--- src/common/spi_macros.svh ---
`ifndef SPI_MACROS_SVH
`define SPI_MACROS_SVH

// widest frame carried by the shifters and the FIFOs
`define SPI_MAX_BITS 16

// FIFO depths in words
`define SPI_TX_DEPTH 8
`define SPI_RX_DEPTH 8

// clock divider counter, same width as the clock_period field
`define SPI_CLKDIV_W 12

// inter-cs, c2t, t2c and inter-frame delay counters
`define SPI_DLY_W 8

// one delay unit is 2**SPI_UNIT_W divider periods
`define SPI_UNIT_W 2

// sclk edge counter, two edges per frame bit
`define SPI_EDGE_W 5

`endif

--- src/common/spi_pkg.sv ---
`include "spi_macros.svh"

package spi_pkg;

    // controller FSM states
    typedef enum logic [2:0] {
        spi_st_idle       = 3'd0,
        spi_st_load_data  = 3'd1,
        spi_st_wait       = 3'd2,
        spi_st_trans      = 3'd3,
        spi_st_turnaround = 3'd4,
        spi_st_interval   = 3'd5
    } spi_state_e;

    // one frame of serial data, right aligned
    typedef logic [`SPI_MAX_BITS-1:0] spi_word_t;

    // static settings, held stable while the controller is busy
    typedef struct packed {
        // system clocks per sclk half period, minus one
        logic [`SPI_CLKDIV_W-1:0] clock_period;
        logic                     cpha;
        logic                     cpol;
        // 2 and 3 keep chip select asserted between frames
        logic [1:0]               cs_mode;
        // delays counted in delay units
        logic [`SPI_DLY_W-1:0]    c2t_time;
        logic [`SPI_DLY_W-1:0]    t2c_time;
        logic [`SPI_DLY_W-1:0]    inter_cs_time;
        logic [`SPI_DLY_W-1:0]    inter_frame_time;
        // frame bits minus one
        logic [3:0]               data_size;
        // idle level of the chip select lines
        logic [1:0]               cs_default;
        // lines flipped away from their idle level during a transfer
        logic [1:0]               cs_id;
        logic                     rx_wr_disable;
    } spi_cfg_t;

endpackage

--- src/hw/spi_fifo.sv ---
`timescale 1ns/100ps

module spi_fifo #(
    parameter int unsigned DEPTH = 8
) (
    input  logic               clk,
    input  logic               rst_n,
    input  logic               push_i,
    input  spi_pkg::spi_word_t data_i,
    input  logic               pop_i,
    output spi_pkg::spi_word_t data_o,
    output logic               full_o,
    output logic               empty_o
);

    localparam int unsigned      PTR_W    = (DEPTH > 1) ? $clog2(DEPTH) : 1;
    localparam int unsigned      CNT_W    = $clog2(DEPTH + 1);
    localparam logic [PTR_W-1:0] LAST_PTR = PTR_W'(DEPTH - 1);
    localparam logic [CNT_W-1:0] FULL_CNT = CNT_W'(DEPTH);

    spi_pkg::spi_word_t mem_q [DEPTH];
    logic [PTR_W-1:0]   wr_ptr_q;
    logic [PTR_W-1:0]   rd_ptr_q;
    logic [CNT_W-1:0]   count_q;
    logic               do_push;
    logic               do_pop;

    assign full_o  = (count_q == FULL_CNT);
    assign empty_o = (count_q == '0);

    // pushes while full and pops while empty are ignored
    assign do_push = push_i && !full_o;
    assign do_pop  = pop_i && !empty_o;

    // head word shows on the output without a read cycle
    assign data_o = mem_q[rd_ptr_q];

    always_ff @(posedge clk) begin
        if (do_push) begin
            mem_q[wr_ptr_q] <= data_i;
        end
    end

    always_ff @(posedge clk or negedge rst_n) begin
        if (!rst_n) begin
            wr_ptr_q <= '0;
            rd_ptr_q <= '0;
            count_q  <= '0;
        end else begin
            if (do_push) begin
                wr_ptr_q <= (wr_ptr_q == LAST_PTR) ? '0 : wr_ptr_q + 1'b1;
            end
            if (do_pop) begin
                rd_ptr_q <= (rd_ptr_q == LAST_PTR) ? '0 : rd_ptr_q + 1'b1;
            end
            case ({do_push, do_pop})
                2'b10:   count_q <= count_q + 1'b1;
                2'b01:   count_q <= count_q - 1'b1;
                default: count_q <= count_q;
            endcase
        end
    end

endmodule

--- src/hw/spi_datapath.sv ---
`timescale 1ns/100ps

`include "spi_macros.svh"

module spi_datapath (
    input  logic               clk,
    input  logic               rst_n,
    input  spi_pkg::spi_cfg_t  cfg_i,
    input  spi_pkg::spi_word_t tx_word_i,
    input  logic               tx_shift_load_i,
    input  logic               mosi_first_transmit_i,
    input  logic               mosi_en_i,
    input  logic               miso_en_i,
    input  logic               mosi_sel_i,
    input  logic               miso_i,
    output logic               mosi_o,
    output spi_pkg::spi_word_t rx_word_o
);

    spi_pkg::spi_word_t tx_shreg_q;
    spi_pkg::spi_word_t rx_shreg_q;
    logic               mosi_bit_q;
    logic               tx_shift;

    // both strobes move the next bit onto the line
    assign tx_shift = mosi_first_transmit_i | mosi_en_i;

    // tx shifter, frame MSB sits at bit data_size of the loaded word
    always_ff @(posedge clk) begin
        if (tx_shift_load_i) begin
            tx_shreg_q <= tx_word_i;
        end else if (tx_shift) begin
            tx_shreg_q <= tx_shreg_q << 1;
        end
    end

    // line bit changes on the same clock as the sclk shift edge
    always_ff @(posedge clk or negedge rst_n) begin
        if (!rst_n) begin
            mosi_bit_q <= 1'b0;
        end else if (tx_shift) begin
            mosi_bit_q <= tx_shreg_q[cfg_i.data_size];
        end
    end

    // rx shifter fills from the LSB, so the finished frame is right aligned
    always_ff @(posedge clk) begin
        if (tx_shift_load_i) begin
            rx_shreg_q <= '0;
        end else if (miso_en_i) begin
            rx_shreg_q <= {rx_shreg_q[`SPI_MAX_BITS-2:0], miso_i};
        end
    end

    // mosi is held low outside the transfer window
    assign mosi_o    = mosi_sel_i & mosi_bit_q;
    assign rx_word_o = rx_shreg_q;

endmodule

--- src/spi_controller/spi_controller.sv ---
`timescale 1ns/100ps

`include "spi_macros.svh"

module spi_controller (
    input  logic              clk,
    input  logic              rst_n,
    input  spi_pkg::spi_cfg_t cfg_i,
    input  logic              tx_fifo_empty_i,
    output logic [1:0]        cs_o,
    output logic              busy_o,
    output logic              hold_off_o,
    output logic              mosi_first_transmit_o,
    output logic              mosi_en_o,
    output logic              miso_en_o,
    output logic              tx_shift_load_o,
    output logic              tx_fifo_read_o,
    output logic              rx_fifo_write_o,
    output logic              mosi_sel_o,
    output logic              sclk_o
);

    spi_pkg::spi_state_e state_q;
    spi_pkg::spi_state_e state_d;

    logic [`SPI_CLKDIV_W-1:0] clk_cnt_q;
    logic [`SPI_UNIT_W-1:0]   unit_cnt_q;
    logic [`SPI_DLY_W-1:0]    dly_cnt_q;
    logic [`SPI_DLY_W-1:0]    dly_target;
    logic [`SPI_EDGE_W-1:0]   edge_cnt_q;
    logic [`SPI_EDGE_W-1:0]   last_edge;
    logic                     state_change;
    logic                     first_q;
    logic                     div_tick;
    logic                     unit_tick;
    logic                     sclk_tick;
    logic                     dly_done;
    logic                     frame_end;
    logic                     hold_mode;
    logic                     sclk_phase_q;
    logic                     cs_active_q;
    logic                     rx_wr_q;

    assign state_change = (state_q != state_d);
    assign hold_mode    = cfg_i.cs_mode[1];

    // divider and delay unit ticks
    assign div_tick  = (clk_cnt_q == cfg_i.clock_period);
    assign unit_tick = div_tick && (&unit_cnt_q);

    // the first trans cycle is a setup slot for the cpha=0 first bit
    assign sclk_tick = (state_q == spi_pkg::spi_st_trans) && !first_q && div_tick;

    // 2*(data_size+1) edges per frame, the last one returns sclk to cpol
    assign last_edge = {cfg_i.data_size, 1'b1};
    assign frame_end = sclk_tick && (edge_cnt_q == last_edge);

    // delay length for the current gap state
    always_comb begin
        case (state_q)
            spi_pkg::spi_st_load_data:  dly_target = cfg_i.inter_cs_time;
            spi_pkg::spi_st_wait:       dly_target = cfg_i.c2t_time;
            spi_pkg::spi_st_turnaround: dly_target = cfg_i.inter_frame_time;
            spi_pkg::spi_st_interval:   dly_target = cfg_i.t2c_time;
            default:                    dly_target = '0;
        endcase
    end

    assign dly_done = (dly_cnt_q == dly_target);

    always_comb begin
        state_d = state_q;
        case (state_q)
            spi_pkg::spi_st_idle: begin
                if (!tx_fifo_empty_i) begin
                    state_d = spi_pkg::spi_st_load_data;
                end
            end
            spi_pkg::spi_st_load_data: begin
                if (dly_done) begin
                    state_d = spi_pkg::spi_st_wait;
                end
            end
            spi_pkg::spi_st_wait: begin
                if (dly_done) begin
                    state_d = spi_pkg::spi_st_trans;
                end
            end
            spi_pkg::spi_st_trans: begin
                if (frame_end) begin
                    // hold mode chains frames only while words are waiting
                    if (hold_mode && !tx_fifo_empty_i) begin
                        state_d = spi_pkg::spi_st_turnaround;
                    end else begin
                        state_d = spi_pkg::spi_st_interval;
                    end
                end
            end
            spi_pkg::spi_st_turnaround: begin
                if (dly_done) begin
                    state_d = spi_pkg::spi_st_trans;
                end
            end
            spi_pkg::spi_st_interval: begin
                if (dly_done) begin
                    state_d = spi_pkg::spi_st_idle;
                end
            end
            default: state_d = spi_pkg::spi_st_idle;
        endcase
    end

    always_ff @(posedge clk or negedge rst_n) begin
        if (!rst_n) begin
            state_q    <= spi_pkg::spi_st_idle;
            first_q    <= 1'b0;
            clk_cnt_q  <= '0;
            unit_cnt_q <= '0;
            dly_cnt_q  <= '0;
            edge_cnt_q <= '0;
        end else begin
            state_q <= state_d;
            first_q <= (state_d == spi_pkg::spi_st_trans) && (state_q != spi_pkg::spi_st_trans);
            // all timing counters restart on every state change
            if (state_change || div_tick) begin
                clk_cnt_q <= '0;
            end else if (!first_q) begin
                clk_cnt_q <= clk_cnt_q + 1'b1;
            end
            if (state_change) begin
                unit_cnt_q <= '0;
                dly_cnt_q  <= '0;
                edge_cnt_q <= '0;
            end else begin
                if (div_tick) begin
                    unit_cnt_q <= unit_cnt_q + 1'b1;
                end
                if (unit_tick) begin
                    dly_cnt_q <= dly_cnt_q + 1'b1;
                end
                if (sclk_tick) begin
                    edge_cnt_q <= edge_cnt_q + 1'b1;
                end
            end
        end
    end

    // sclk phase relative to cpol, chip select active flag, delayed rx push
    always_ff @(posedge clk or negedge rst_n) begin
        if (!rst_n) begin
            sclk_phase_q <= 1'b0;
            cs_active_q  <= 1'b0;
            rx_wr_q      <= 1'b0;
        end else begin
            if (state_q != spi_pkg::spi_st_trans) begin
                sclk_phase_q <= 1'b0;
            end else if (sclk_tick) begin
                sclk_phase_q <= ~sclk_phase_q;
            end
            if ((state_q == spi_pkg::spi_st_load_data) && dly_done) begin
                cs_active_q <= 1'b1;
            end else if (state_d == spi_pkg::spi_st_idle) begin
                cs_active_q <= 1'b0;
            end
            // one cycle late so the final cpha=1 sample is already in the shifter
            rx_wr_q <= frame_end && !cfg_i.rx_wr_disable;
        end
    end

    assign sclk_o = cfg_i.cpol ^ sclk_phase_q;
    assign cs_o   = cs_active_q ? (cfg_i.cs_default ^ cfg_i.cs_id) : cfg_i.cs_default;

    // cpha=0 shifts on trailing edges and samples on leading edges, cpha=1 the opposite
    assign mosi_first_transmit_o = first_q && !cfg_i.cpha;
    assign mosi_en_o = sclk_tick && (cfg_i.cpha ? !edge_cnt_q[0]
                                                : (edge_cnt_q[0] && (edge_cnt_q != last_edge)));
    assign miso_en_o = sclk_tick && (edge_cnt_q[0] == cfg_i.cpha);

    // head word is loaded and popped together when a gap before a frame ends
    assign tx_shift_load_o = dly_done && ((state_q == spi_pkg::spi_st_load_data) ||
                                          (state_q == spi_pkg::spi_st_turnaround));
    assign tx_fifo_read_o  = tx_shift_load_o;
    assign rx_fifo_write_o = rx_wr_q;

    assign mosi_sel_o = (state_q == spi_pkg::spi_st_trans);
    assign busy_o     = (state_q != spi_pkg::spi_st_idle);
    assign hold_off_o = (state_q == spi_pkg::spi_st_idle) ||
                        (state_q == spi_pkg::spi_st_turnaround);

endmodule

--- src/hw/spi_master_top.sv ---
`timescale 1ns/100ps

`include "spi_macros.svh"

module spi_master_top (
    input  logic               clk,
    input  logic               rst_n,
    input  spi_pkg::spi_cfg_t  cfg_i,
    input  logic               tx_push_i,
    input  spi_pkg::spi_word_t tx_wdata_i,
    input  logic               rx_pop_i,
    input  logic               miso_i,
    output logic               tx_full_o,
    output spi_pkg::spi_word_t rx_rdata_o,
    output logic               rx_empty_o,
    output logic               busy_o,
    output logic               hold_off_o,
    output logic               sclk_o,
    output logic               mosi_o,
    output logic [1:0]         cs_o
);

    spi_pkg::spi_word_t tx_head;
    spi_pkg::spi_word_t rx_word;
    logic               tx_empty;
    logic               tx_fifo_read;
    logic               tx_shift_load;
    logic               mosi_first_transmit;
    logic               mosi_en;
    logic               miso_en;
    logic               mosi_sel;
    logic               rx_fifo_write;

    spi_fifo #(
        .DEPTH (`SPI_TX_DEPTH)
    ) i_tx_fifo (
        .clk     (clk),
        .rst_n   (rst_n),
        .push_i  (tx_push_i),
        .data_i  (tx_wdata_i),
        .pop_i   (tx_fifo_read),
        .data_o  (tx_head),
        .full_o  (tx_full_o),
        .empty_o (tx_empty)
    );

    // rx overflow is not reported, extra words are dropped
    spi_fifo #(
        .DEPTH (`SPI_RX_DEPTH)
    ) i_rx_fifo (
        .clk     (clk),
        .rst_n   (rst_n),
        .push_i  (rx_fifo_write),
        .data_i  (rx_word),
        .pop_i   (rx_pop_i),
        .data_o  (rx_rdata_o),
        .full_o  (),
        .empty_o (rx_empty_o)
    );

    spi_datapath i_spi_datapath (
        .clk                   (clk),
        .rst_n                 (rst_n),
        .cfg_i                 (cfg_i),
        .tx_word_i             (tx_head),
        .tx_shift_load_i       (tx_shift_load),
        .mosi_first_transmit_i (mosi_first_transmit),
        .mosi_en_i             (mosi_en),
        .miso_en_i             (miso_en),
        .mosi_sel_i            (mosi_sel),
        .miso_i                (miso_i),
        .mosi_o                (mosi_o),
        .rx_word_o             (rx_word)
    );

    spi_controller i_spi_controller (
        .clk                   (clk),
        .rst_n                 (rst_n),
        .cfg_i                 (cfg_i),
        .tx_fifo_empty_i       (tx_empty),
        .cs_o                  (cs_o),
        .busy_o                (busy_o),
        .hold_off_o            (hold_off_o),
        .mosi_first_transmit_o (mosi_first_transmit),
        .mosi_en_o             (mosi_en),
        .miso_en_o             (miso_en),
        .tx_shift_load_o       (tx_shift_load),
        .tx_fifo_read_o        (tx_fifo_read),
        .rx_fifo_write_o       (rx_fifo_write),
        .mosi_sel_o            (mosi_sel),
        .sclk_o                (sclk_o)
    );

endmodule

--- config.mk ---
export PLATFORM = sky130hd
export DESIGN_NAME = spi_master_top
export DESIGN_NICKNAME = d
export VERILOG_FILES = /design/src/common/spi_pkg.sv /design/src/hw/spi_fifo.sv /design/src/hw/spi_datapath.sv /design/src/spi_controller/spi_controller.sv /design/src/hw/spi_master_top.sv
export VERILOG_INCLUDE_DIRS = /design/src /design/src/common
export SDC_FILE = /design/constraint.sdc
export NUM_CORES = 1
export LEC_CHECK = 0
export BUFFER_PORTS_ARGS = -buffer_cell sky130_fd_sc_hd__clkbuf_2
export CAP_MARGIN = 10
export CORE_MARGIN = 5
export CORE_UTILIZATION = 25
export CTS_CLUSTER_DIAMETER = 120
export DETAILED_ROUTE_END_ITERATION = 12
export HOLD_SLACK_MARGIN = 0.02
export PLACE_DENSITY = 0.47
export SLEW_MARGIN = 40
export SYNTH_ARGS = -nofsm -noshare
export SYNTH_HDL_FRONTEND = slang
export SYNTH_SLANG_ARGS = --single-unit
export TNS_END_PERCENT = 20
--- constraint.sdc ---
create_clock -name clk -period 3.6 [get_ports clk]
set_input_delay 0.36 -clock clk [delete_from_list [all_inputs] [get_ports clk]]
set_output_delay 0.36 -clock clk [all_outputs]
set_load 0.1 [all_outputs]
==> Yosys cells after proc, flatten, opt, wreduce, memory -nomap -nowiden <==
Memories as Yosys holds them, arrays and structs flattened.
Index checks and enable logic that the tools add are counted.
{ "op_classes": {"n_bitwise": 5, "eq_ne": 24, "shifts": 0, "addsub": 12, "multipliers": 0, "muxes": 36, "n_reduce_logical": 43, "order_cmp": 1, "div_mod_pow": 0} }
{ "ops": {"columns": ["op", "n"], "rows": [
  ["$mux 16", 2],
  ["$pmux 8 s4", 1],
  ["$mux 3", 9],
  ["$mux 12", 2],
  ["$eq 3x3->1 const B", 6],
  ["$logic_and 1x1->1", 17],
  ["$mux 8", 2],
  ["$pmux 4 s2", 2],
  ["$reduce_bool 2->1", 8],
  ["$pmux 3 s5", 1],
  ["$add 12x1->12 const B", 1],
  ["$add 3x1->3 const B", 4],
  ["$eq 12x12->1", 1],
  ["$mux 1", 11],
  ["$mux 5", 2],
  ["$eq 3x2->1 const B", 3],
  ["$add 4x1->4 const B", 2],
  ["$add 8x1->8 const B", 1],
  ["$eq 4x4->1 const B", 2],
  ["$eq 8x8->1", 1],
  ["$logic_not 1->1", 8],
  ["$logic_not 4->1", 2],
  ["$sub 4x1->4 const B", 2],
  ["$logic_not 3->1", 2],
  ["other kinds (23)", 29]
]} }
{ "totals": {"out_inout_bits": 24, "ram_bits": 256, "latch_bits": 0, "word_cells": 141, "ff_bits": 87, "n_memories": 2, "rom_bits": 0} }
{ "memory_table": {"columns": ["memory", "depth", "word_bits", "read_ports", "rd_clocked_by_memory_dff", "write_ports", "line", "source"], "rows": [
  ["i_rx_fifo.mem_q", 8, 16, 1, 0, 1, "spi_fifo.sv:21", "spi_pkg::spi_word_t mem_q [DEPTH];"],
  ["i_tx_fifo.mem_q", 8, 16, 1, 0, 1, "spi_fifo.sv:21", null]
]} }

==> Longest topological paths before layout <==
{ "logic_depth": {"ltp_word": 9, "ltp_mapped": 16} }

==> Hierarchy <==
A second synthesis with hierarchy kept.
{ "unflattened": {"cells_unflattened": 874, "area_unflattened_um2": 15036.9} }
{ "by_module_without_submodules": {"columns": ["module", "area_each_um2", "instances", "cells_each", "seq_area_each_um2"], "rows": [
  ["spi_fifo at i_tx_fifo", 5617.9, 1, 256, 4093.9],
  ["spi_fifo at i_rx_fifo", 5616.6, 1, 256, 4093.9],
  ["spi_controller", 2393.5, 1, 264, 850.8],
  ["spi_datapath", 1408.9, 1, 98, 825.8]
]} }

==> Least setup slack after synthesis <==
OpenSTA, ideal clock, no wires.
{ "synth_path": {"path_type": "register to register", "from": "register i_rx_fifo.count_q[2]", "to": "register i_rx_fifo.count_q[3]", "t_arrival_ps": 4987, "n_path_buf": 0, "path_stages_with_launch": 11, "t_required_ps": 3475, "path_slack_ps": -1512, "cell_sequence": "dfrtp_1 nor4_1 nand2b_1 inv_1 ha_1 ha_1 a21o_1 a21oi_1 xnor2_1 nor2_1 xor2_1"} }
{ "synth_via": {"elab_chain_cells": 5, "elab_cells_between_ends": 12} }
{ "synth_rtl": {"columns": ["element", "line", "source"], "rows": [
  ["start: declaration", "spi_fifo.sv:24", "logic [CNT_W-1:0] count_q;"],
  ["start signal: assignment", "spi_fifo.sv:57", "2'b10: count_q <= count_q + 1'b1;"],
  ["start signal: assignment", "spi_fifo.sv:58", "2'b01: count_q <= count_q - 1'b1;"],
  ["start signal: assignment", "spi_fifo.sv:59", "default: count_q <= count_q;"],
  ["$logic_not 4->1 *", "spi_fifo.sv:29", "assign empty_o = (count_q == '0);"],
  ["via rx_empty_o", "spi_master_top.sv:15", "output logic rx_empty_o,"],
  ["$logic_not 1->1 *", "spi_fifo.sv:33", "assign do_pop = pop_i && !empty_o;"],
  ["$logic_and 1x1->1 *", "spi_fifo.sv:33", null],
  ["via i_rx_fifo.do_pop", "spi_fifo.sv:26", "logic do_pop;"],
  ["$eq 2x1->1 or $eq 2x2->1 (tied branches)", "spi_fifo.sv:56", "case ({do_push, do_pop})"],
  ["$pmux 4 s2 or $reduce_bool 2->1 (tied branches)", null, null]
]} }
The timed path passes the listed nets; every way through them passes the cells marked *.
A chain may end at the register's enable or synchronous reset.

==> Worst setup path after layout <==
{ "layout_path": {"from": "register i_spi_controller.state_q[2]", "to": "register i_tx_fifo.count_q[3]"} }
{ "layout_via": {"elab_chain_cells": 7, "elab_cells_between_ends": 13} }
{ "layout_rtl": {"columns": ["element", "line", "source"], "rows": [
  ["start: declaration", "spi_controller.sv:23", "spi_pkg::spi_state_e state_q;"],
  ["start signal: assignment", "spi_controller.sv:115", "state_q <= spi_pkg::spi_st_idle;"],
  ["start signal: assignment", "spi_controller.sv:122", "state_q <= state_d;"],
  ["$eq 3x3->1 (tied with other cells)", "spi_controller.sv:60", "case (state_q)"],
  ["$pmux 8 s4", "spi_controller.sv:60", null],
  ["$eq 8x8->1", "spi_controller.sv:69", "assign dly_done = (dly_cnt_q == dly_target);"],
  ["$logic_and 1x1->1 *", "spi_controller.sv:180", "assign tx_shift_load_o = dly_done && ((state_q == spi_pkg::spi_st_load_data) ||"],
  ["$logic_and 1x1->1 *", "spi_fifo.sv:33", null],
  ["via i_tx_fifo.do_pop", "spi_fifo.sv:26", null],
  ["$eq 2x1->1 or $eq 2x2->1 (tied branches)", "spi_fifo.sv:56", null],
  ["$pmux 4 s2 or $reduce_bool 2->1 (tied branches)", null, null],
  ["end signal: assignment", "spi_fifo.sv:57", null],
  ["end signal: assignment", "spi_fifo.sv:58", null],
  ["end signal: assignment", "spi_fifo.sv:59", null],
  ["end: declaration", "spi_fifo.sv:24", null]
]} }
Marks and branches as above.

==> run metrics <==
status complete, no violations; Final nets about 1100; CP arrival 3.74 ns; Finished Layout Cells 1793; Root Buffer clkbuf_16; Starting DRT DRC Count 357; GRT Total Usage 10.02%; syn_area_per_cell between 15 and 20 µm²; Tcrit/Tclk final 91.87%; Most Crowded Layer GR met2; Netlist cell types 64; Initial Util 25.17%; grt met2 use 17.27%; Critical path buffers and inverters 1; pins over their slew limit 0; max_cap viols 0; crit path cell chain buf_4 -> mux2_2 -> a211oi_1 -> xor2_1 -> nand4_1 -> or2_1 -> nor3_1 -> ha_1 -> ha_1 -> a21o_1 -> a21oi_1 -> xnor2_1 -> nor2_1 -> xor2_1; synthesized area 14830 µm²; Seq/Total Area, Yosys roughly 67%; RSZ-0062 raised after global routing no; CTS Buf Count 40; H-tree depth 2; Die ar. 64270 µm²; Routed Antenna Nets 0; Max Fclk 302.4 MHz; P_int 7613 µW; GPL Wtd Cong 0.7000; setup_tns 0 ns; Avg WL per Cell 18.02 µm; CP max-delay cell dfrtp_2; TritonCTS clock tree done; Clock Latency Late Sink 0.55 ns; Setup Skew between 0.02 and 0.03 ns; critical path launch point type register; aggregate routed wire length 32310 µm; Die Width 253.5 µm; Setup WS pre-CTS between 0.09 and 0.1 ns; row count 89; # fillers slightly below 6000; layout cells sized above 1 between 30 and 40%; Pwr Density 579.8 nW/µm²; Vias/cell between 4 and 5; crit-path max cell delay 0.47 ns; routed vias 7715; number of synthesized flops with an enable pin 272; Yosys reg bits 343; drt drc 0; Leak approximately 0.0059 µW; CP top delay family simple AND/OR/NAND/NOR gates; total gr overflow 0; Die H 253.5 µm; Post-synth ARST share between 10% and 20%; Max clock buf depth 3; post-layout minimum cycle time 3.307 ns; drt pass-1 iters 4; core area 58910 µm²; highest fanout seen on the critical path 10; Synth Warn # 0; prevailing post-synth register cell edfxtp_1; CTS clk-pin slew, worst paths 0.06 ns; Mapped Nets 942; met1 usage between 10% and 20%; port buffer count 100; Final Util ~30%; slew margin rel. 55.03%; switch share 25.89%; vias in the first global route 8232; initial antenna violation count 4; crit path setup slack, layout 0.2927 ns; Syn-to-layout area delta 19.50%; Hold Path Class in2reg; sequential power share 47.4%; setup violators final 0; crit end category register; placed cells roughly 1700; pin count of the biggest net entering global routing 56; Ports 102; clk sinks 343; GR Layer Usage met3 between 2 and 3%; Final Hold Viols 0; Clk network pwr share 39.0%; first-pass GRT wire length 49790 µm; Psw 2660 µW; Syn Inst Count 844; Crit Path Class reg2reg; hpwl dp 19840 µm; Comb pwr share 13.7%; peak supply drop 0.3806 mV; Critical Path RT 4.04 ns; Worst Tran Pin Value between 0.6 and 0.7 ns
## synthesized netlist by cell type, types with 13 or more instances
master	n	area [µm²]
mux2_2	48	540.5
nand2b_1	13	81.33
dfxtp_1	16	320.3
nor2_1	43	161.4
nor3_1	24	120.1
xor2_1	32	280.3
edfxtp_1	272	8168
dfrtp_1	55	1376
clkbuf_1	14	52.55
nand2_1	28	105.1
ha_1	18	225.2
xnor2_1	27	236.5
mux2i_1	21	210.2
mux4_2	69	1554
## metrics by stage
stage	cell area [µm²]	hold slack (ns)	total power (µW)
final	17720	0.07657	10270
after floorplan	14840	0.06441	5874
after detailed placement	16360	0.5000	6409
after global placement	16360	0.5024	6369
after global routing	17710	0.07048	10780
after CTS	17680	0.02690	10470
## path summary, 6_finish.rpt
check / startpoint / end / slack (ns) / cells past startpoint
setup / recovery: i_spi_controller.state_q[2]$_DFF_PN0_ / i_tx_fifo.count_q[3]$_DFFE_PN0P_ / 0.29 / 14
hold / removal: miso_i / i_spi_datapath.rx_word_o[0]$_SDFFE_PN0P_ / 0.08 / 3
setup reg to reg: i_spi_controller.state_q[2]$_DFF_PN0_ / i_tx_fifo.count_q[3]$_DFFE_PN0P_ / 0.29 / 14
hold reg to reg: i_tx_fifo.count_q[3]$_DFFE_PN0P_ / i_tx_fifo.count_q[3]$_DFFE_PN0P_ / 0.50 / 1
max in group asynchronous: rst_n / i_rx_fifo.rd_ptr_q[0]$_DFFE_PN0P_ / 2.75 / 3
min in group asynchronous: rst_n / i_spi_controller.dly_cnt_q[3]$_DFFE_PN0P_ / 0.42 / 3
## layer usage
layer,part of all wire [%],wire (µm),vias up
li1,-,-,3605
met1,43,13820,3955
met2,51,16530,106
met3,4.3,1403,43
met4,1.6,521,6
met5,0.13,41,-
## area by class of cell
class / instances / area, µm² / share of cell area (%)
Antenna cell: 1 / 2.502 / 0.01412
Sequential cell: 343 / 9871 / 55.71
Clock buffer: 49 / 1045 / 5.897
Tap cell: 773 / 967.2 / 5.459
Inverter: 12 / 45.04 / 0.2542
Clock inverter: 24 / 256.5 / 1.448
Multi-Input combinational cell: 450 / 4688 / 26.46
Timing Repair Buffer: 141 / 842.1 / 4.753
## power by group through the flow
stage / logic (µW) / registers [µW] / clock network, µW
after detailed placement: 1450 / 4960 / 0
final: 1400 / 4870 / 4000
after floorplan: 1060 / 4820 / 0
after global placement: 1430 / 4940 / 0
after CTS: 1450 / 4880 / 4140
after global routing: 1550 / 4910 / 4330
## worst reg2reg max path, stage by stage, from the launching register on
cell,delay (ns)
dfrtp_2,0.47
buf_4,0.15
mux2_2,0.31
a211oi_1,0.30
xor2_1,0.18
nand4_1,0.12
or2_1,0.26
nor3_1,0.24
ha_1,0.25
ha_1,0.24
a21o_1,0.17
a21oi_1,0.16
xnor2_1,0.14
nor2_1,0.07
xor2_1,0.14
## kinds of logic (layout without fill, tap and decap cells)
family                   count (synthesis)  in the layout  synth area share (%)
adder cells (fa/ha/maj)                 20             20                 1.789
other                                    0              1                     0
flip-flops                             343            343                 66.54
AND/OR/NAND/NOR                        181            181                 7.165
XOR/XNOR                                59             59                 3.486
buffers and inverters                   51            226                 2.220
AO/OA/AOI/OAI                           39             39                 1.966
multiplexers                           151            151                 16.84
## state kept, by name, summed over array words and instances (netlist names)
signal                            flops
i_spi_controller.sclk_phase_q         1
i_spi_controller.rx_fifo_write_o      1
i_spi_controller.first_q              1
i_spi_controller.dly_cnt_q            8
i_rx_fifo.wr_ptr_q                    3
i_spi_controller.unit_cnt_q           2
i_spi_controller.clk_cnt_q           12
i_tx_fifo.wr_ptr_q                    3
i_spi_datapath.mosi_bit_q             1
i_tx_fifo.mem_q                     128
i_tx_fifo.rd_ptr_q                    3
i_rx_fifo.rd_ptr_q                    3
i_spi_datapath.rx_word_o             16
i_spi_datapath.tx_shreg_q            16
i_spi_controller.edge_cnt_q           5
i_tx_fifo.count_q                     4
i_spi_controller.cs_active_q          1
i_rx_fifo.count_q                     4
i_spi_controller.state_q              3
i_rx_fifo.mem_q                     128
## cells in the final DEF, fill, tap and decap left out, types with 6 or more instances in the layout
cell type / instances
clkbuf_1: 8
nor3_1: 17
and4bb_2: 10
mux2i_1: 21
nor3_2: 12
dfxtp_1: 16
buf_4: 36
clkinv_1: 9
nand4_1: 11
nand2b_1: 13
nand3_1: 10
dfrtp_1: 50
mux2_4: 12
a211oi_1: 6
xnor2_1: 27
mux2_2: 48
edfxtp_1: 272
clkbuf_2: 100
inv_1: 12
xor2_1: 32
o21ai_0: 8
nand2_1: 28
and3_1: 6
clkbuf_16: 40
nor2_1: 43
mux4_2: 69
ha_1: 18
## timing repair
| action | in CTS | in global routing |
|---|---|---|
| buffers inserted | 0 | 3 |
| endpoints found under the setup margin | 0 | 2 |
| gates resized for setup | 0 | 2 |
| hold endpoints to repair | 55 | 1 |
| hold buffers | 1 | 1 |
Note: power is estimated with default switching activity, not from simulation.
